$ cat config.mk
export PLATFORM = sky130hd
export DESIGN_NAME = ucode_alu
export DESIGN_NICKNAME = d
export VERILOG_FILES = /design/src/ucode_pkg.sv /design/src/ucode_alu.sv
export VERILOG_INCLUDE_DIRS = /design/src
export SDC_FILE = /design/constraint.sdc
export NUM_CORES = 1
export LEC_CHECK = 0
export BUFFER_PORTS_ARGS = -buffer_cell sky130_fd_sc_hd__buf_4
export CAP_MARGIN = 10
export CORE_ASPECT_RATIO = 1.1
export CORE_MARGIN = 1.5
export CORE_UTILIZATION = 57
export DETAILED_ROUTE_END_ITERATION = 8
export PLACE_DENSITY = 0.86
export SLEW_MARGIN = 10
export SYNTH_ARGS = -nofsm -noshare
export SYNTH_HDL_FRONTEND = slang
export SYNTH_SLANG_ARGS = --single-unit
export TNS_END_PERCENT = 1
$ cat constraint.sdc
create_clock -name vclk -period 8.66
set_input_delay 0.866 -clock vclk [all_inputs]
set_output_delay 0.866 -clock vclk [all_outputs]
set_load 0.01 [all_outputs]
$ cat src/ucode_defs.svh
// shared widths and encodings for the microcoded stack processor
// include in every RTL file that decodes or sizes instruction fields
`ifndef UCODE_DEFS_SVH
`define UCODE_DEFS_SVH

`define UC_DATA_SZ      16              // word width
`define UC_ADDR_SZ      11              // microcode address width

`define UC_MEM_RNG_UC   3'd0            // microcode read/write
`define UC_MEM_RNG_PC   3'd1            // word at pc, then pc+1
`define UC_MEM_RNG_ERR  3'd2            // reserved, fails the run
`define UC_MEM_RNG_DEV  3'd3            // device registers

`define UC_DEV_OUT      16'h0001        // output strobe address
`define UC_DEV_IN       16'h0003        // level input address

`define UC_ALU_ADD      4'd1
`define UC_ALU_SUB      4'd2
`define UC_ALU_AND      4'd4
`define UC_ALU_XOR      4'd5
`define UC_ALU_OR       4'd6
`define UC_ALU_ROL      4'd7            // rotate left by one
`define UC_ALU_MEM      4'd15           // alu bypass, memory op

`define UC_SE_NONE      3'd0
`define UC_SE_DROP      3'd1
`define UC_SE_PUSH      3'd2
`define UC_SE_RPLC      3'd3
`define UC_SE_SWAP      3'd4
`define UC_SE_ROT       3'd5            // ( a b c -- b c a )
`define UC_SE_DRPL      3'd7            // drop, then replace new top

`define UC_RSTK_DEPTH   8
`define UC_DSTK_DEPTH   8

`endif

$ cat src/ucode_pkg.sv
// instruction word types shared by the sequencer and the ALU
// one 16-bit word, decoded as an evaluation or a control instruction
`include "ucode_defs.svh"

package ucode_pkg;

    // evaluation view; for memory ops alu_a/alu_b carry {wr, rng[2:0]}
    typedef struct packed {
        logic       ctrl;               // 0 here
        logic       exit;               // pop return stack into pc
        logic [1:0] r_op;               // return stack effect
        logic       xdrop;              // extra drop in alu phase
        logic [2:0] d_op;               // data stack effect
        logic [1:0] alu_a;              // left operand select
        logic [1:0] alu_b;              // right operand select
        logic [3:0] alu_op;             // alu function
    } instr_eval_t;

    // control view, jumps, calls and counted branches
    typedef struct packed {
        logic                   ctrl;   // 1 here
        logic                   call;   // push return address
        logic [1:0]             cond;   // 0 always, 2 zero, 1/3 count
        logic                   spare;
        logic [`UC_ADDR_SZ-1:0] target; // jump target
    } instr_ctrl_t;

    typedef union packed {
        instr_eval_t e;
        instr_ctrl_t c;
    } instr_u;

endpackage

$ cat src/ucode_alu.sv
// combinational ALU with operand selection from the instruction word
// control words force an add of d0 and the cond constant (branch counting)
`timescale 1ns/1ps
`include "ucode_defs.svh"

module ucode_alu
    import ucode_pkg::*;
(
    input  instr_u                 i_instr,
    input  logic [`UC_DATA_SZ-1:0] i_d0,
    input  logic [`UC_DATA_SZ-1:0] i_d1,
    input  logic [`UC_DATA_SZ-1:0] i_r0,
    output logic [`UC_DATA_SZ-1:0] o_result
);

    logic [1:0]             sel_a;
    logic [1:0]             sel_b;
    logic [3:0]             op;
    logic [`UC_DATA_SZ-1:0] a;
    logic [`UC_DATA_SZ-1:0] b;

    assign sel_a = i_instr.e.ctrl ? 2'b00 : i_instr.e.alu_a;      // ctrl uses d0
    assign sel_b = i_instr.e.ctrl ? i_instr.c.cond : i_instr.e.alu_b;
    assign op    = i_instr.e.ctrl ? `UC_ALU_ADD : i_instr.e.alu_op;

    always_comb begin
        case (sel_a)
            2'b01:   a = i_d1;
            2'b10:   a = i_r0;
            2'b11:   a = '0;
            default: a = i_d0;
        endcase
        case (sel_b)
            2'b01:   b = `UC_DATA_SZ'(1);           // cond 1 counts up
            2'b10:   b = {1'b1, {(`UC_DATA_SZ-1){1'b0}}};  // msb only
            2'b11:   b = '1;                        // cond 3 counts down
            default: b = i_d0;
        endcase
        case (op)
            `UC_ALU_ADD: o_result = a + b;
            `UC_ALU_SUB: o_result = a - b;
            `UC_ALU_AND: o_result = a & b;
            `UC_ALU_XOR: o_result = a ^ b;
            `UC_ALU_OR:  o_result = a | b;
            `UC_ALU_ROL: o_result = {a[`UC_DATA_SZ-2:0], a[`UC_DATA_SZ-1]};
            default:     o_result = a;              // pass left, also mem bypass
        endcase
    end

endmodule

Word-level counts from Yosys, hierarchy flattened
Index checks and enable logic that the tools add are counted.
{"block": "word_totals", "ram_bits": 0, "word_cells": 23, "n_memories": 0, "latchBits": 0, "output_inout_bits": 16, "input_bits": 64, "mem_bits_ro": 0, "reg_bits": 0}
{"block": "op_classes", "n_eq_ne": 12, "n_addsub": 2, "n_mul": 0, "shift": 0, "n_lt_le_gt_ge": 0, "n_mux": 6, "reduce_logical": 0, "n_bitwise": 3, "div_mod_pow": 0}
{"op": "$pmux 16 s3", "count": 2}
{"op": "$pmux 16 s6", "count": 1}
{"op": "$add 16x16->16", "count": 1}
{"op": "$and 16x16->16", "count": 1}
{"op": "$eq 4x3->1 const B", "count": 4}
{"op": "$or 16x16->16", "count": 1}
{"op": "$sub 16x16->16", "count": 1}
{"op": "$xor 16x16->16", "count": 1}
{"op": "$eq 2x2->1 const B", "count": 4}
{"op": "$eq 2x1->1 const B", "count": 2}
{"op": "$eq 4x1->1 const B", "count": 1}
{"op": "$eq 4x2->1 const B", "count": 1}
{"op": "$mux 2", "count": 2}
{"op": "$mux 4", "count": 1}

Longest topological paths before layout
Gate-level depths: netlist of the first run.
{"block": "depth", "depth_word": 5, "depth_mapped": 19}

Worst setup path after synthesis of the first run
Ideal clock, no wire load.
{"block": "synth_path", "path_kind": "input -> output", "startpoint": "in i_instr[15] (netlist bit)", "endpoint": "out o_result[15]", "t_arrival_ns": 4.382, "path_stages": 17, "path_slack_ns": 3.412, "path_cell_list": "buf_6 mux2_2 and2_0 clkbuf_1 a21oi_1 ha_1 nand2_1 or3b_4 nor4b_4 a31oi_1 xnor2_1 ha_1 a21o_1 a21o_1 a221oi_1 xnor2_1 o21ai_1"}
{"block": "synth_via", "elab_chain_cells": 5, "word_cells_on_any_way": 23, "classes_between": "add/sub: 2; eq/ne: 12; mux: 6; bitwise: 3"}
{"element": "start, declared", "line_no": "ucode_alu.sv:9", "text": "input instr_u i_instr,"}
{"element": "$mux 2 (on tied branches)", "line_no": "ucode_alu.sv:22, ucode_alu.sv:23"}
{"element": "$eq 2x2->1 (tied with other cells)", "line_no": "ucode_alu.sv:27", "text": "case (sel_a)"}
{"element": "$pmux 16 s3 (on tied branches)", "line_no": "ucode_alu.sv:27, ucode_alu.sv:33"}
{"element": "$sub 16x16->16 (tied with other cells)", "line_no": "ucode_alu.sv:41", "text": "`UC_ALU_SUB: o_result = a - b;"}
{"element": "$pmux 16 s6 (*)", "line_no": "ucode_alu.sv:39", "text": "case (op)"}
{"element": "end, declared", "line_no": "ucode_alu.sv:13", "text": "output logic [`UC_DATA_SZ-1:0] o_result"}
Every way passes the cells marked *; elsewhere a longest branch is shown, timed or not.

Worst setup path after layout of the first run
Same ends and word-level chain as after synthesis.

==> results of run 1 <==
[per-layer routing]
metal,vias to the layer above,share of wire (%),GRT usage [%]
met5,-,0,0
met4,0,2.4,7.55
met3,24,6.6,3.59
met2,153,51,62.2
met1,1672,40,40.2
li1,1689,-,-
[final cells by class]
cell class | count | share of cell area [%]
multi-input cells | 360 | 77.1
repair buffers | 78 | 16.6
inverters | 39 | 4.16
well taps | 58 | 2.06
[worst max-delay path, delay by kind of cell]
kind	cells	cell delay [ns]
buf+inv	2	0.48
xor+xnor	2	0.29
mux	1	0.44
compound gates	4	1.10
simple gates	7	1.45
fa+ha+maj	2	0.49
[how the worst min path moves through the flow]
stage	from	to	slack, ns
after detailed placement	i_r0[0]	o_result[0]	2.22
after floorplan	i_r0[10]	o_result[11]	2.03
after global routing	i_r0[9]	o_result[9]	2.26
after global placement	i_r0[0]	o_result[0]	2.21
after CTS	i_r0[0]	o_result[0]	2.23
final	i_r0[0]	o_result[0]	2.23
[through the flow]
stage / instances / total power, mW / area (µm²) / util [%] / worst slack [ns]
floorplan: 422 / 0.224 / 2960 / - / 3.41
global placement: 535 / 0.320 / 3520 / 70.4 / 2.78
detailed placement: 535 / 0.330 / 3520 / 70.4 / 2.71
CTS: 535 / 0.332 / 3520 / 70.4 / 2.70
global route: 535 / 0.371 / 3520 / 70.4 / 2.37
finish: 535 / 0.335 / 3520 / 70.4 / 2.67
[layout by cell type, fill, tap and decap left out, drive strengths merged, types with 5 or more instances in the layout]
master / n
xor2: 5
a31oi: 8
inv: 39
nor2: 34
a21oi: 48
a22oi: 17
nand2: 15
o21ai: 30
buf: 78
nor2b: 20
a211oi: 7
o211ai: 6
or3b: 9
ha: 50
a21o: 8
xnor2: 22
a221oi: 18
o221ai: 13
[logic make-up after synthesis]
logic type | share of synthesized area, %
AND/OR/NAND/NOR | 19.9
adder cells (fa/ha/maj) | 21.8
AO/OA/AOI/OAI | 40.7
multiplexers | 1.22
buffers and inverters | 8.40
XOR/XNOR | 7.98
[power groups by stage]
stage | Clock (mW) | Combinational (mW) | Sequential (mW)
finish | 0 | 0.335 | 0
global route | 0 | 0.371 | 0
CTS | 0 | 0.332 | 0
detailed placement | 0 | 0.330 | 0
global placement | 0 | 0.320 | 0
floorplan | 0 | 0.224 | 0
==> metrics.md, run 1 <==
| Metric | Value |
|---|---|
| Initial Utilization | 59.3% |
| Share of cells above drive strength 1 | 21.2% |
| Synth area leaders | ha_1, a21oi_1, xnor2_1 |
| Critical setup path kind | primary input to output port |
| Hold WS | 2.23 ns |
| Comb pwr share | 100.0% |
| Pwr/cell area | 95.3 nW/µm² |
| Avg Inst Size Synth | 7.02 µm² |
| Largest fanout on the critical path | 37 |
| Remaining DRCs | 5 |
| Pre-antenna DRT Iters | 7 |
| Switching Share | 54.8% |
| P_int | 0.152 mW |
| Min cycle time layout | 5.99 ns |
| Area of the multi-input gates | 2710 µm² |
| Fill cells | 464 |
| Slew Limit Fails | 0 |
| Initial antenna violation count | 0 |
| Die extent in y | 78.6 µm |
| Worst setup endpoint | o_result[15] |
| Vias | 3538 |
| Post-synth top cells | ha_1, a21oi_1, nor2_1, inv_1, xnor2_1 |
| CP Data Required Time | 7.79 ns |
| ANT cells | 0 |
| Seq_cells | 0 |
| Most frequent cell after synthesis | ha_1 |
| Critical path startpoint | i_instr[15] |
| Final setup violation count | 0 |
| Yosys warnings | 0 |
| Clock Power Share | 0% |
| Sequential power share | 0% |
| Top cell type by total area after synthesis | ha_1 |
| Vias per Instance | 6.61 |
| Core box area | 5000 µm² |
| Vias in the first global route | 3464 |
| Mapped Cells | 422 |
| Syn Std Cell Area | 2960 µm² |
| Crit-path max cell delay | 0.44 ns |
| Avg WL per Cell | 17.7 µm |
| Critical Path Source Type | primary input |
| Static leakage | 1.63 nW |
| Register Area | 0 µm² |
| Nature of the critical path endpoint | output port |
| RSZ-0062 raised after global routing | no |
| Tightest Pin Transition | 1.17 ns |
| Clock buffer count | 0 |
| Remaining antenna violation count | 0 |
| Final setup TNS | 0 ns |
| Register area share after synthesis | 0% |
| Final hold vios | 0 |
| Die area | 5640 µm² |
| Port Buffer Count | 75 |
| Area grow syn2layout | 18.7% |
| Hold Crit Class | primary input to output port |
| Hpwl dp | 7.47 mm |
| Drt total wl | 9.46 mm |
| DRT iter0 DRCs | 249 |
| Period utilization | 69.1% |
| Maximum clock frequency | 0.167 GHz |
| Total grt overflow | 0 |
| IO Count | 80 |
| Slowest-stage cell, CP | mux2_2 |
| Cell Chain, Critical Path | buf_4 -> mux2_2 -> and2_0 -> a21oi_1 -> ha_1 -> nand2_1 -> or3b_4 -> nor4b_4 -> nor2_1 -> xnor2_1 -> ha_1 -> nor3_1 -> nand2_1 -> o211a_2 -> a221oi_1 -> xnor2_1 -> o21ai_1 -> buf_4 |
| Failing checks | DRC |
| Fin nets | 594 |
| Max-cap violation count | 0 |
| Die Wd | 71.7 µm |
| Largest net degree at the start of global routing | 38 |
| Gpl congestion | 0.917 |
| First-pass GRT wire length | 15.7 mm |
| Post-CTS setup buffers | 0 |
| VDD IR max | 0.0630 mV |
| Hold Path Depth | 4 |
| CP arrival | 5.12 ns |
| Hold Buf Count CTS | 0 |
| Relative slew margins | 21.5% |
| Status | finished, violations left |
| Net Switching | 0.184 mW |
| Post-Syn Nets | 537 |
| Post-synth cell types | 60 |
| GRT Total Usage | 33.4% |
| Post-cts sizing count | 0 |
| Synth top area share | 21.1% |
| Core Rows | 27 |
No activity file was read; power rests on OpenSTA's default activity.
==> run 2, diff against run 1 <==
--- a/config.mk
+++ b/config.mk
@@ -10,9 +10,9 @@
 export CAP_MARGIN = 10
 export CORE_ASPECT_RATIO = 1.1
 export CORE_MARGIN = 1.5
-export CORE_UTILIZATION = 57
+export CORE_UTILIZATION = 51
 export DETAILED_ROUTE_END_ITERATION = 8
-export PLACE_DENSITY = 0.86
+export PLACE_DENSITY = 0.81
 export SLEW_MARGIN = 10
 export SYNTH_ARGS = -nofsm -noshare
 export SYNTH_HDL_FRONTEND = slang
==> constraint.sdc (replaced) <==
create_clock -name vclk -period 4.87
set_input_delay 0.487 -clock vclk [all_inputs]
set_output_delay 0.487 -clock vclk [all_outputs]
set_load 0.01 [all_outputs]
==> run 2 against run 1 <==
  * The flow now finishes without violations
  * Critical path depth decreased by 1
  * Global-route usage decreased by 2.8 points
  * Setup slack got worse by 2.4 ns
  * Combinational power increased by 83%
  * Power increased by 83%
  * Die area increased by 11%
  * Utilization decreased by 3.9 points
  * Count of clock-buffer cells in the layout unchanged
  * Cell count increased by 5.4%
  * Critical path type unchanged
  * Critical endpoint unchanged
  * Highest routed layer unchanged
==> metrics.md, run 2 (same netlist as run 1, synthesis figures left out) <==
| Metric | Value |
|---|---|
| Fin nets | 606 |
| Share of cells above drive strength 1 | 23.7% |
| Crit path max-delay family | compound AO/OA/AOI/OAI gates |
| Die Wd | 75.7 µm |
| Tightest Pin Transition | 1.19 ns |
| Vias per Instance | 6.31 |
| First-pass GRT wire length | 15.7 mm |
| Finished Cell Area | 3660 µm² |
| Largest net degree at the start of global routing | 27 |
| Fill cells | 499 |
| Hold Crit Class | primary input to output port |
| Commonest non-fill, non-tap cells in the layout | buf_4, ha_1, a21oi_1 |
| Maximum clock frequency | 0.217 GHz |
| Port Buffer Count | 75 |
| ANT cells | 0 |
| Core box area | 5500 µm² |
| Core Rows | 28 |
| Worst Setup Slack, final | 0.260 ns |
| Area grow syn2layout | 23.4% |
| Final cell count without fillers | 564 |
| Total grt overflow | 0 |
| Remaining antenna violation count | 0 |
| Placed Area | 3640 µm² |
| Static leakage | 1.69 nW |
| Crit-path max cell delay | 0.41 ns |
| Status | finished, final reports clean |
| Period utilization | 94.7% |
| Min cycle time layout | 4.61 ns |
| VDD IR max | 0.111 mV |
| Most common cell after layout, fill and taps aside | buf_4 |
| Cell Chain, Critical Path | buf_4 -> mux2_4 -> and2_0 -> a21oi_1 -> ha_1 -> nand2_1 -> or3b_4 -> nor4b_4 -> a31oi_1 -> xnor2_1 -> ha_1 -> a21o_1 -> a21o_1 -> a221oi_2 -> xnor2_1 -> o21ai_1 -> buf_4 |
| CP bufs+invs | 2 |
| Max-cap violation count | 0 |
| Clock buffer count | 0 |
| Inst Count DP | 564 |
| Final setup TNS | 0 ns |
| Nature of the critical path endpoint | output port |
| Seq_cells | 0 |
| Net Switching | 0.329 mW |
| Post-Place Worst Slack | 0.164 ns |
| CP arrival | 4.12 ns |
| Slew Limit Fails | 0 |
| IO Count | 80 |
| Post-route core utilization | 66.5% |
| Critical Path Source Type | primary input |
| CP Data Required Time | 4.38 ns |
| Sequential power share | 0% |
| Vias in the first global route | 3524 |
| Drt total wl | 9.48 mm |
| Register Area | 0 µm² |
| Vias | 3558 |
| Final setup violation count | 0 |
| Die extent in y | 82.9 µm |
| Hold Buf Count CTS | 0 |
| Initial antenna violation count | 0 |
| RSZ-0062 raised after global routing | no |
| Largest fanout on the critical path | 12 |
| Switching Share | 53.7% |
| Slowest-stage cell, CP | or3b_4 |
| P_int | 0.283 mW |
| Gpl congestion | 0.928 |
| GRT Total Usage | 30.5% |
| Comb pwr share | 100.0% |
| Initial Utilization | 53.9% |
| DRT iter0 DRCs | 203 |
| Pre-antenna DRT Iters | 5 |
| Remaining DRCs | 0 |
| Hpwl dp | 7.63 mm |
| Critical setup path kind | primary input to output port |
| Final hold vios | 0 |
| Pwr/cell area | 168 nW/µm² |
| Relative slew margins | 20.4% |
| Avg WL per Cell | 16.8 µm |
| Die area | 6280 µm² |
| Clock Power Share | 0% |
[run 2: cell types whose count changed in the layout (fill, tap and decap cells not counted), sizes merged]
cell / delta
buf: +12
[run 2: final cells by class]
cell class	count	area (µm²)	area share [%]
Inverter	39	146	4.00
Multi-Input combinational cell	360	2740	74.9
Tap cell	75	93.8	2.57
Timing Repair Buffer	90	676	18.5
[run 2: final timing paths]
kind / startpoint / endpoint / slack [ns] / cells past startpoint
setup / recovery: i_instr[15] / o_result[15] / 0.26 / 17
hold / removal: i_r0[0] / o_result[0] / 1.45 / 4
[run 2: timing repair]
item                       4_1_cts  5_1_grt
hold endpoints to repair         0        0
setup endpoints to repair        0        2
buffers inserted                 0        0
gates resized for setup          0        4
[run 2: power by group through the flow]
stage               clock [mW]  combinational [mW]  sequential, mW
floorplan                    0               0.398               0
global placement             0               0.583               0
detailed placement           0               0.601               0
CTS                          0               0.604               0
global route                 0               0.679               0
finish                       0               0.612               0
[run 2: per-stage QoR]
step                      power [mW]  hold slack, ns
final                          0.612            1.45
after global routing           0.679            1.51
after CTS                      0.604            1.45
after detailed placement       0.601            1.44
after global placement         0.583            1.46
after floorplan                0.398            1.28
[run 2: metal layers]
layer / GRT usage (%) / vias up / part of all wire [%]
met1: 38.3 / 1685 / 42
li1: - / 1712 / -
met5: 0 / - / 0
met2: 53.3 / 129 / 50
met3: 1.94 / 32 / 4.4
met4: 10.7 / 0 / 3.4
