File: src/ucode_defs.svh
// shared widths and encodings for the microcoded stack processor
// include in every RTL file that decodes or sizes instruction fields
`ifndef UCODE_DEFS_SVH
`define UCODE_DEFS_SVH

`define UC_DATA_SZ      16              // word width
`define UC_ADDR_SZ      11              // microcode address width

`define UC_MEM_RNG_UC   3'd0            // microcode read/write
`define UC_MEM_RNG_PC   3'd1            // word at pc, then pc+1
`define UC_MEM_RNG_ERR  3'd2            // reserved, fails the run
`define UC_MEM_RNG_DEV  3'd3            // device registers

`define UC_DEV_OUT      16'h0001        // output strobe address
`define UC_DEV_IN       16'h0003        // level input address

`define UC_ALU_ADD      4'd1
`define UC_ALU_SUB      4'd2
`define UC_ALU_AND      4'd4
`define UC_ALU_XOR      4'd5
`define UC_ALU_OR       4'd6
`define UC_ALU_ROL      4'd7            // rotate left by one
`define UC_ALU_MEM      4'd15           // alu bypass, memory op

`define UC_SE_NONE      3'd0
`define UC_SE_DROP      3'd1
`define UC_SE_PUSH      3'd2
`define UC_SE_RPLC      3'd3
`define UC_SE_SWAP      3'd4
`define UC_SE_ROT       3'd5            // ( a b c -- b c a )
`define UC_SE_DRPL      3'd7            // drop, then replace new top

`define UC_RSTK_DEPTH   8
`define UC_DSTK_DEPTH   8

`endif

File: src/ucode_stack.sv
// shift-register stack with top two items visible
// applies one stack-effect code per cycle; used for data and return stacks
`timescale 1ns/1ps
`include "ucode_defs.svh"

module ucode_stack #(
    parameter int DEPTH = 8                         // at least 3 for rot
) (
    input  logic                   i_clk,
    input  logic [2:0]             i_se,            // stack effect
    input  logic [`UC_DATA_SZ-1:0] i_data,          // value for push/replace
    output logic [`UC_DATA_SZ-1:0] o_s0,            // top
    output logic [`UC_DATA_SZ-1:0] o_s1             // second
);

    logic [`UC_DATA_SZ-1:0] stk [DEPTH];

    always_ff @(posedge i_clk) begin
        case (i_se)
            `UC_SE_DROP: begin
                for (int i = 0; i < DEPTH - 1; i++) begin
                    stk[i] <= stk[i + 1];           // bottom keeps its value
                end
            end
            `UC_SE_PUSH: begin
                stk[0] <= i_data;
                for (int i = 1; i < DEPTH; i++) begin
                    stk[i] <= stk[i - 1];           // deepest item lost
                end
            end
            `UC_SE_RPLC: stk[0] <= i_data;
            `UC_SE_SWAP: begin
                stk[0] <= stk[1];
                stk[1] <= stk[0];
            end
            `UC_SE_ROT: begin
                stk[0] <= stk[2];                   // third comes to top
                stk[1] <= stk[0];
                stk[2] <= stk[1];
            end
            `UC_SE_DRPL: begin
                stk[0] <= i_data;                   // result over old second
                for (int i = 1; i < DEPTH - 1; i++) begin
                    stk[i] <= stk[i + 1];
                end
            end
            default: ;                              // none, code 6 unused
        endcase
    end

    assign o_s0 = stk[0];
    assign o_s1 = stk[1];

endmodule

File: config.mk
export PLATFORM = sky130hd
export DESIGN_NAME = ucode_stack
export DESIGN_NICKNAME = d
export VERILOG_FILES = /design/src/ucode_stack.sv
export VERILOG_INCLUDE_DIRS = /design/src
export SDC_FILE = /design/constraint.sdc
export NUM_CORES = 1
export LEC_CHECK = 0
export BUFFER_PORTS_ARGS = -buffer_cell sky130_fd_sc_hd__buf_4
export CAP_MARGIN = 20
export CELL_PAD_IN_SITES_DETAIL_PLACEMENT = 0
export CELL_PAD_IN_SITES_GLOBAL_PLACEMENT = 1
export CORE_UTILIZATION = 50
export CTS_CLUSTER_DIAMETER = 200
export CTS_CLUSTER_SIZE = 20
export DETAILED_ROUTE_END_ITERATION = 10
export HOLD_SLACK_MARGIN = 0.1
export PLACE_DENSITY_LB_ADDON = 0.1
export SLEW_MARGIN = 20
export SYNTH_ARGS = -nofsm -noshare
export SYNTH_HDL_FRONTEND = slang
export SYNTH_SLANG_ARGS = --single-unit
export TNS_END_PERCENT = 50
File: constraint.sdc
create_clock -name i_clk -period 3.8 [get_ports i_clk]
set_clock_uncertainty 0.2 [all_clocks]
set_input_delay 0.76 -clock i_clk [delete_from_list [all_inputs] [get_ports i_clk]]
set_output_delay 0.76 -clock i_clk [all_outputs]
set_load 0.02 [all_outputs]
Word-level counts from Yosys, hierarchy flattened
Memory sizes are Yosys's and may differ from the RTL's.
Index checks and enable logic that the tools add are counted.
W data, S select, Z words.
{"block": "totals", "reg_bits": 0, "ramBits": 128, "input_bits": 20, "out_inout_bits": 32, "word_cells": 59, "mem_count": 1}
{"block": "op_classes", "eq_ne": 6, "mux": 32, "bitwise_logic": 20}
{"name": "stk", "depth": 8, "width": 16, "read_ports": 8, "rd_clocked_by_memory_dff": 0, "write_ports": 8, "line": "ucode_stack.sv:16", "rtl": "logic [`UC_DATA_SZ-1:0] stk [DEPTH];"}
{"cell": "$mux W16", "n": 20}
{"cell": "$or A1 B1 Y1", "n": 20}
{"cell": "$mux W1", "n": 12}
{"cell": "$eq A3 B3 Y1 const B", "n": 3}
{"cell": "$eq A3 B2 Y1 const B", "n": 2}
{"cell": "$eq A3 B1 Y1 const B", "n": 1}

Longest topological paths before layout
Gate-level depths: netlist of the first run.
{"block": "logic_depth", "ltp_word": 8, "mapped_depth": 7, "mapped_depth_nobuf": 3}

Least setup slack after synthesis of the first run
OpenSTA, ideal clock, no wires.
{"block": "synth_timing", "path_type": "input to register", "from": "input i_se[2]", "to": "memory stk[3][0] (netlist name), enable pin", "setup_time_ns": 0.411, "arrival_ns": 2.494, "t_required_ns": 3.189, "setup_slack_ns": 0.695, "stages": 4, "n_path_buf": 2, "cell_sequence": "buf_2 > clkbuf_1 > nand2b_1 > o21ai_0"}
{"item": "from (decl)", "line": "ucode_stack.sv:10", "rtl": "input logic [2:0] i_se,"}
{"item": "to (decl)", "line": "ucode_stack.sv:16"}

==> reports/qor.yml, run 1 <==
ys_warn_count: 0
p_leak_uw: 0.00244
cts-root-buf: "clkbuf_16"
cts_tree: "built"
netlist_instances: 330
yosys.area.top_type_share_pct: 67.6
ys_ff_latch: 128
drive_above_1_share_pct: 45.0
yosysSeqAreaShare_pct: 67.6
initial_utilization_pct: 51.8
worstPathRequired_ns: 3.75
grt-ovfl-total: 0
rows: 38
drc: 0
htreeDepth: 4
clock_latency_ns: 0.41
post-route-min-period_ns: 2.66
synthArstFlopShare_pct: 0
drt_iter0_markers: 208
dieArea_mm2: 0.0118
gp_congestion: 0.739
antenna_found_initial: 0
preCtsSetupSlack_ns: 0.706
critPathMaxFanout: 39
post_cts_buffers: 0
period_share_pct: 70.1
maxCapViolations: 0
setup_viol: 0
top_regs: "stk: 128 flops"
synth_enable_flop_cells: 128
drt_pass1_iterations: 4
ant_nets: 0
fmax_mhz: 376
fill_cells: 808
via_per_inst: 5.58
syn_area_mm2: 0.00569
grt.total_usage_pct: 20.4
worstPathArrival_ns: 2.61
dp_cells: 507
cp-end-kind: "flop"
io_buffers: 51
synth_top_cell_by_area: "edfxtp_1"
io-pin-count: 52
wl_um: 11000
synth_area_leaders: "edfxtp_1, mux2_2, mux2_4"
clockBufferDepth: 2
grt_max_degree: 40
stdcell_count: 538
avgSynthCellArea_um2: 17.2
die_y_um: 109
synth_common_cells: "edfxtp_1, mux2_2, mux2_4"
slew_viol_final: 0
grt_pass1_vias: 2925
die_w_um: 109
grt_pass1_wl_um: 17000
r2r_setup_slack_ns: 2.42
core_area_mm2: 0.0110
syn_nets: 350
nNetsFinal: 406
postCtsHoldBufs: 0
rsz0062_at_grt: "false"
setup_slack_ns: 1.14
dp_hpwl_um: 7170
hp-class: "reg2reg"
slew_headroom_pct: 35.4
hold_viol_final: 0
largest_register_ffs: 128
ys_types: 23
path_clk_slew_ns: 0.05
worst_pin_slew_ns: 0.965
status: "complete, no violations"
setup_tns_ns: 0
yosys_most_used_dff: "edfxtp_1"
clkSinkCount: 128
vias: 3003
syn_to_final_growth_pct: 17.8
antenna_cells: 0
avgRoutedWirePerCell_um: 20.4
crit_type: "in2reg"
ctsResizeCount: 0
regMostFlops: "stk"
p_per_area_mw_per_mm2: 565
vdd_drop_max_mv: 0.295
yosysMostFrequentCell: "edfxtp_1"
cts_made_buffers: 17
start_kind: "primary input"
==> critical path, cell delays in order <==
cell and delay, ns:
buf_4 0.30, inv_1 0.13, o21ai_4 0.76, buf_12 0.29, mux2_2 0.35
==> logic make-up (layout without fill, tap and decap cells) <==
group	after synthesis	after routing	share of synthesized area, %
buffers and inverters	25	93	2.88
multiplexers	96	96	20.3
AND/OR/NAND/NOR	41	41	4.05
flip-flops	128	128	67.6
AO/OA/AOI/OAI	39	39	5.04
XOR/XNOR	1	1	0.154
==> cell usage in the layout, fill, tap and decap left out, drive strengths merged, types with 2 or more instances in the layout <==
master  netlist  layout
o21ai         7       7
nand2         2       2
nor2          2       2
inv           3       3
edfxtp      128     128
nand3        16      16
clkinv        0       9
bufinv        0       2
clkbuf        8      20
buf          14      59
a21oi        16      16
nand2b       18      18
a221o        16      16
mux2         96      96
==> path summary, 6_finish.rpt <==
kind                   startpoint                   end  cells after the start
max                       i_se[2]   stk[1][3]$_DFFE_PP_                      5
min          stk[6][11]$_DFFE_PP_  stk[7][11]$_DFFE_PP_                      0
max reg2reg  stk[1][11]$_DFFE_PP_  stk[0][11]$_DFFE_PP_                      3
min reg2reg  stk[6][11]$_DFFE_PP_  stk[7][11]$_DFFE_PP_                      0
==> power breakdown <==
part	switching (µW)	internal (µW)
clock	541	942
sequential	105	1750
combinational	218	233
total	864	2920
==> routing by layer <==
metal | share of wire, % | wire [µm] | GRT usage (%) | vias up
met5 | 0 | 0 | 0 | -
met4 | 0.82 | 90 | 8.11 | 0
met3 | 3.3 | 363 | 5.20 | 6
met2 | 44 | 4820 | 27.6 | 62
met1 | 52 | 5680 | 31.2 | 1522
li1 | - | - | - | 1413
==> layout make-up <==
type	instances	area, µm²	share of cell area [%]
inverters	3	11.3	0.168
multi-input cells	177	1680	25.1
repair buffers	59	455	6.79
well taps	140	175	2.61
clock inverters	11	97.6	1.46
clock buffers	20	437	6.51
flip-flops and latches	128	3840	57.3
==> per-stage QoR <==
step | total power, µW | instance area, µm² | hold slack [ns] | util (%)
floorplan | 2150 | 5690 | 0.220 | -
global placement | 2320 | 6170 | 0.224 | 56.2
detailed placement | 2330 | 6170 | 0.230 | 56.2
CTS | 3820 | 6700 | 0.243 | 61.0
global route | 3920 | 6700 | 0.252 | 61.0
finish | 3790 | 6700 | 0.242 | 61.0
No activity file was read; power rests on OpenSTA's default activity.
==> run 2: changes to the inputs <==
==> constraint.sdc (replaced) <==
create_clock -name i_clk -period 2.47 [get_ports i_clk]
set_clock_uncertainty 0.2 [all_clocks]
set_input_delay 0.494 -clock i_clk [delete_from_list [all_inputs] [get_ports i_clk]]
set_output_delay 0.494 -clock i_clk [all_outputs]
set_load 0.02 [all_outputs]
==> run 2 against run 1 <==
Against the previous run:
- global-route usage rose by 0.41 points
- utilization rose by 1.5 points
- power rose by 55%
- routed wire length rose by 1.4%
- via count rose by 2.6%
- critical endpoint is now stk[6][1]$_DFFE_PP_
==> reports/qor.yml, run 2 (synthesized netlist as in run 1, its figures left out) <==
syn_to_final_growth_pct: 20.7
r2r_setup_slack_ns: 1.10
worstReg2RegEnd: "stk[0][8]$_DFFE_PP_"
dieArea_mm2: 0.0118
setup_viol: 0
initial_utilization_pct: 51.8
design_area_mm2: 0.00687
top_regs: "stk: 128 flops"
path_cells: "buf_4 -> buf_4 -> nand2b_1 -> nand3b_1 -> o21ai_1 -> buf_12"
start_kind: "primary input"
min_path_cells: 2
core_area_mm2: 0.0110
vias: 3081
htreeDepth: 4
preCtsSetupSlack_ns: 0.120
reg2reg_from: "stk[1][8]$_DFFE_PP_"
worstPathArrival_ns: 1.84
post-route-min-period_ns: 1.92
cts_tree: "built"
maxCapViolations: 0
path_clk_slew_ns: 0.06
worst-path-buf-inv: 3
rows: 38
fill_cells: 801
mostFrequentLayoutCells: "edfxtp_1, mux2_2, buf_4"
slowest_delay_ns: 0.28
period_share_pct: 77.7
worst_pin_slew_ns: 0.726
slew_headroom_pct: 51.6
postCtsHoldBufs: 0
hp-class: "in2reg"
postPlaceCellArea_mm2: 0.00633
critPathMaxFanout: 24
p_leak_uw: 0.00253
dp_hpwl_um: 7430
worstPathRequired_ns: 2.39
grt_pass1_wl_um: 17300
ant_nets: 0
drt_pass1_iterations: 4
drc: 0
post_cts_buffers: 0
die_y_um: 109
nNetsFinal: 419
status: "complete, no violations"
die_w_um: 109
p_per_area_mw_per_mm2: 857
fmax_mhz: 521
crit_slowest_cell: "o21ai_1"
regMostFlops: "stk"
cp-end-kind: "flop"
avgRoutedWirePerCell_um: 20.2
holdWs_ns: 0.178
largest_register_ffs: 128
setup_slack_ns: 0.550
io-pin-count: 52
final_common_cell: "edfxtp_1"
rsz0062_at_grt: "false"
grt.total_usage_pct: 20.8
drt_iter0_markers: 178
vdd_drop_max_mv: 0.420
grt-ovfl-total: 0
clock_latency_ns: 0.41
antenna_cells: 0
hold_path_end: "stk[0][9]$_DFFE_PP_"
path_common_cell: "buf_4"
clockBufferDepth: 2
cts-root-buf: "clkbuf_16"
cp_top_family: "buffers and inverters"
gp_congestion: 0.729
ctsResizeCount: 0
antenna_found_initial: 0
slew_viol_final: 0
clkSinkCount: 128
power.total_uw: 5890
wl_um: 11100
drive_above_1_share_pct: 47.0
io_buffers: 51
cts_made_buffers: 17
grt_pass1_vias: 3028
r2r_cells: 3
grt_max_degree: 45
holdCritStartpoint: "i_data[9]"
via_per_inst: 5.59
crit_type: "in2reg"
hold_viol_final: 0
==> run 2: where the power goes <==
part           internal [µW]  switching [µW]  total (µW)
Sequential              2690             157        2840
Clock                   1450             850        2300
Combinational            391             347         738
Total                   4530            1350        5890
==> run 2: how the worst max path moves through the flow <==
stage,startpoint,endpoint,cells past startpoint,slack (ns)
global placement,i_se[2],stk[1][10]$_DFFE_PP_,5,0.15
finish,i_se[2],stk[6][1]$_DFFE_PP_,6,0.55
detailed placement,i_se[1],stk[0][8]$_DFFE_PP_,5,0.12
global route,i_se[2],stk[6][7]$_DFFE_PP_,6,0.49
CTS,i_se[1],stk[0][8]$_DFFE_PP_,5,0.54
floorplan,i_se[2],stk[3][0]$_DFFE_PP_,4,-0.37
==> run 2: per-stage QoR <==
stage	std cells	util [%]	TNS, ns
2_1_floorplan	330	-	-28.37
3_3_place_gp	520	57.6	0
5_1_grt	551	62.5	0
6_report	551	62.5	0
4_1_cts	551	62.5	0
3_5_place_dp	520	57.6	0
==> run 2: area by class of cell <==
cell class | count | area, µm² | share of cell area (%)
Clock inverter | 10 | 95.1 | 1.39
Timing Repair Buffer | 72 | 616 | 8.97
Sequential cell | 128 | 3840 | 56.0
Tap cell | 140 | 175 | 2.55
Clock buffer | 21 | 440 | 6.42
Inverter | 3 | 11.3 | 0.164
Multi-Input combinational cell | 177 | 1680 | 24.5
==> run 2: routing by layer <==
metal  vias up  GRT usage [%]  wire length, µm
met5         -              0                0
met4         0           8.78              140
met3        13           5.32              591
met2        93           27.8             4800
met1      1535           31.9             5580
li1       1440              -                -
==> run 3: changes to the inputs <==
==> constraint.sdc (replaced) <==
create_clock -name i_clk -period 1.95 [get_ports i_clk]
set_clock_uncertainty 0.2 [all_clocks]
set_input_delay 0.39 -clock i_clk [delete_from_list [all_inputs] [get_ports i_clk]]
set_output_delay 0.39 -clock i_clk [all_outputs]
set_load 0.02 [all_outputs]
==> run 3 against run 2 <==
Against the previous run:
- register-to-register slack lost 0.51 ns
- worst hold slack gained 0.067 ns
- via count grew 2.1%
- power grew 33%
- routed wire length grew 1.9%
- die area is the same
- clock power grew 40%
- first-iteration DRC count grew 21%
- sequential power grew 27%
- critical path type unchanged
- critical endpoint is now stk[1][1]$_DFFE_PP_
- largest cell class unchanged
- highest routed layer unchanged
==> reports/qor.yml, run 3 (synthesized netlist as in run 1, its figures left out) <==
grt_max_degree: 35
hp-class: "reg2reg"
p_leak_uw: 0.00270
drive_above_1_share_pct: 48.3
fill_cells: 753
wl_um: 11300
gp_congestion: 0.678
grt.total_usage_pct: 21.4
initial_utilization_pct: 51.8
die_w_um: 109
io_buffers: 51
drc: 0
p_per_area_mw_per_mm2: 1080
ant_nets: 0
ctsResizeCount: 0
grt_pass1_wl_um: 18000
regMostFlops: "stk"
core_area_mm2: 0.0110
start_kind: "primary input"
rsz0062_at_grt: "false"
io-pin-count: 52
setup_slack_ns: 0.224
min_path_cells: 0
setup_viol: 0
dp_cells: 525
worstSetupStartpoint: "i_se[0]"
status: "complete, no violations"
top_regs: "stk: 128 flops"
vias: 3147
avgRoutedWirePerCell_um: 19.7
critPathMaxFanout: 22
r2r_cells: 3
holdCritStartpoint: "stk[6][11]$_DFFE_PP_"
preCtsSetupSlack_ns: -0.198
nNetsFinal: 440
grt_pass1_vias: 3164
antenna_cells: 0
stdcell_count: 573
mostFrequentLayoutCells: "edfxtp_1, mux2_2, buf_4"
cts_made_buffers: 17
maxCapViolations: 0
cp-end-kind: "flop"
reg2reg_from: "stk[1][7]$_DFFE_PP_"
fmax_mhz: 579
largest_register_ffs: 128
syn_to_final_growth_pct: 27.5
clock_latency_ns: 0.42
worstPathArrival_ns: 1.69
period_share_pct: 88.5
hold_path_end: "stk[7][11]$_DFFE_PP_"
r2r_setup_slack_ns: 0.59
worstReg2RegEnd: "stk[0][7]$_DFFE_PP_"
vdd_drop_max_mv: 0.781
clkSinkCount: 128
grt-ovfl-total: 0
via_per_inst: 5.49
worstPathRequired_ns: 1.91
antenna_found_initial: 0
final_core_util_pct: 66.0
slew_headroom_pct: 64.8
path_clk_slew_ns: 0.05
dp_hpwl_um: 7560
cts-root-buf: "clkbuf_16"
dieArea_mm2: 0.0118
clockBufferDepth: 2
crit_type: "in2reg"
cts_tree: "built"
rows: 38
drt_iter0_markers: 215
slew_viol_final: 0
htreeDepth: 4
drt_pass1_iterations: 4
final_common_cell: "edfxtp_1"
die_y_um: 109
hold_viol_final: 0
post-route-min-period_ns: 1.73
worst_pin_slew_ns: 0.525
power.total_uw: 7830
==> run 3: changes by cell type in the layout (fill, tap and decap cells not counted), moves of 2 or more <==
| cell | before | now |
|---|---|---|
| dlygate4sd3_1 | 0 | 16 |
| buf_12 | 6 | 11 |
| o21ai_1 | 5 | 0 |
| o21ai_4 | 1 | 6 |
| clkbuf_1 | 4 | 0 |
| bufinv_16 | 2 | 4 |
| clkinv_2 | 4 | 6 |
==> run 3: metal layers <==
layer | wire (µm) | GRT usage (%) | vias to the layer above
met4 | 127 | 8.11 | 0
met2 | 4860 | 28.9 | 94
met3 | 531 | 5.92 | 9
met1 | 5800 | 32.6 | 1555
li1 | - | - | 1489
met5 | 0 | 0 | -
==> run 3: report_power, final <==
part           total, µW  internal, µW  switching, µW
Clock               3220          2100           1110
Sequential          3600          3400            201
Combinational       1010           553            457
Total               7830          6060           1770
==> run 3: final cells by class <==
type	instances	area [µm²]	area share [%]
Multi-Input combinational cell	177	1750	24.1
Inverter	3	11.3	0.155
Clock inverter	15	174	2.40
Timing Repair Buffer	93	876	12.1
Tap cell	140	175	2.42
Sequential cell	128	3840	53.0
Clock buffer	17	425	5.87
==> run 3: what timing repair did <==
action	CTS	global route
endpoints found under the hold margin	16	0
setup buffers	0	0
hold buffers	16	0
==> run 3: worst max-delay path, stage by stage <==
cell     delay [ns]
buf_4          0.11
or3b_1         0.46
o21ai_4        0.14
buf_12         0.23
mux2_2         0.35
==> run 3: stage by stage <==
step	setup TNS, ns	area, µm²	hold slack (ns)
after floorplan	-15.74	5790	0.220
after global placement	-17.88	6490	0.225
after detailed placement	-20.62	6490	0.233
after CTS	0	7250	0.245
after global routing	0	7250	0.257
final	0	7250	0.245
==> run 3: how the worst max path moves through the flow <==
stage	cells past startpoint	end
3_5_place_dp	5	stk[2][1]$_DFFE_PP_
4_1_cts	5	stk[2][2]$_DFFE_PP_
2_1_floorplan	7	stk[2][11]$_DFFE_PP_
3_3_place_gp	5	stk[2][10]$_DFFE_PP_
5_1_grt	5	stk[2][4]$_DFFE_PP_
6_report	5	stk[1][1]$_DFFE_PP_
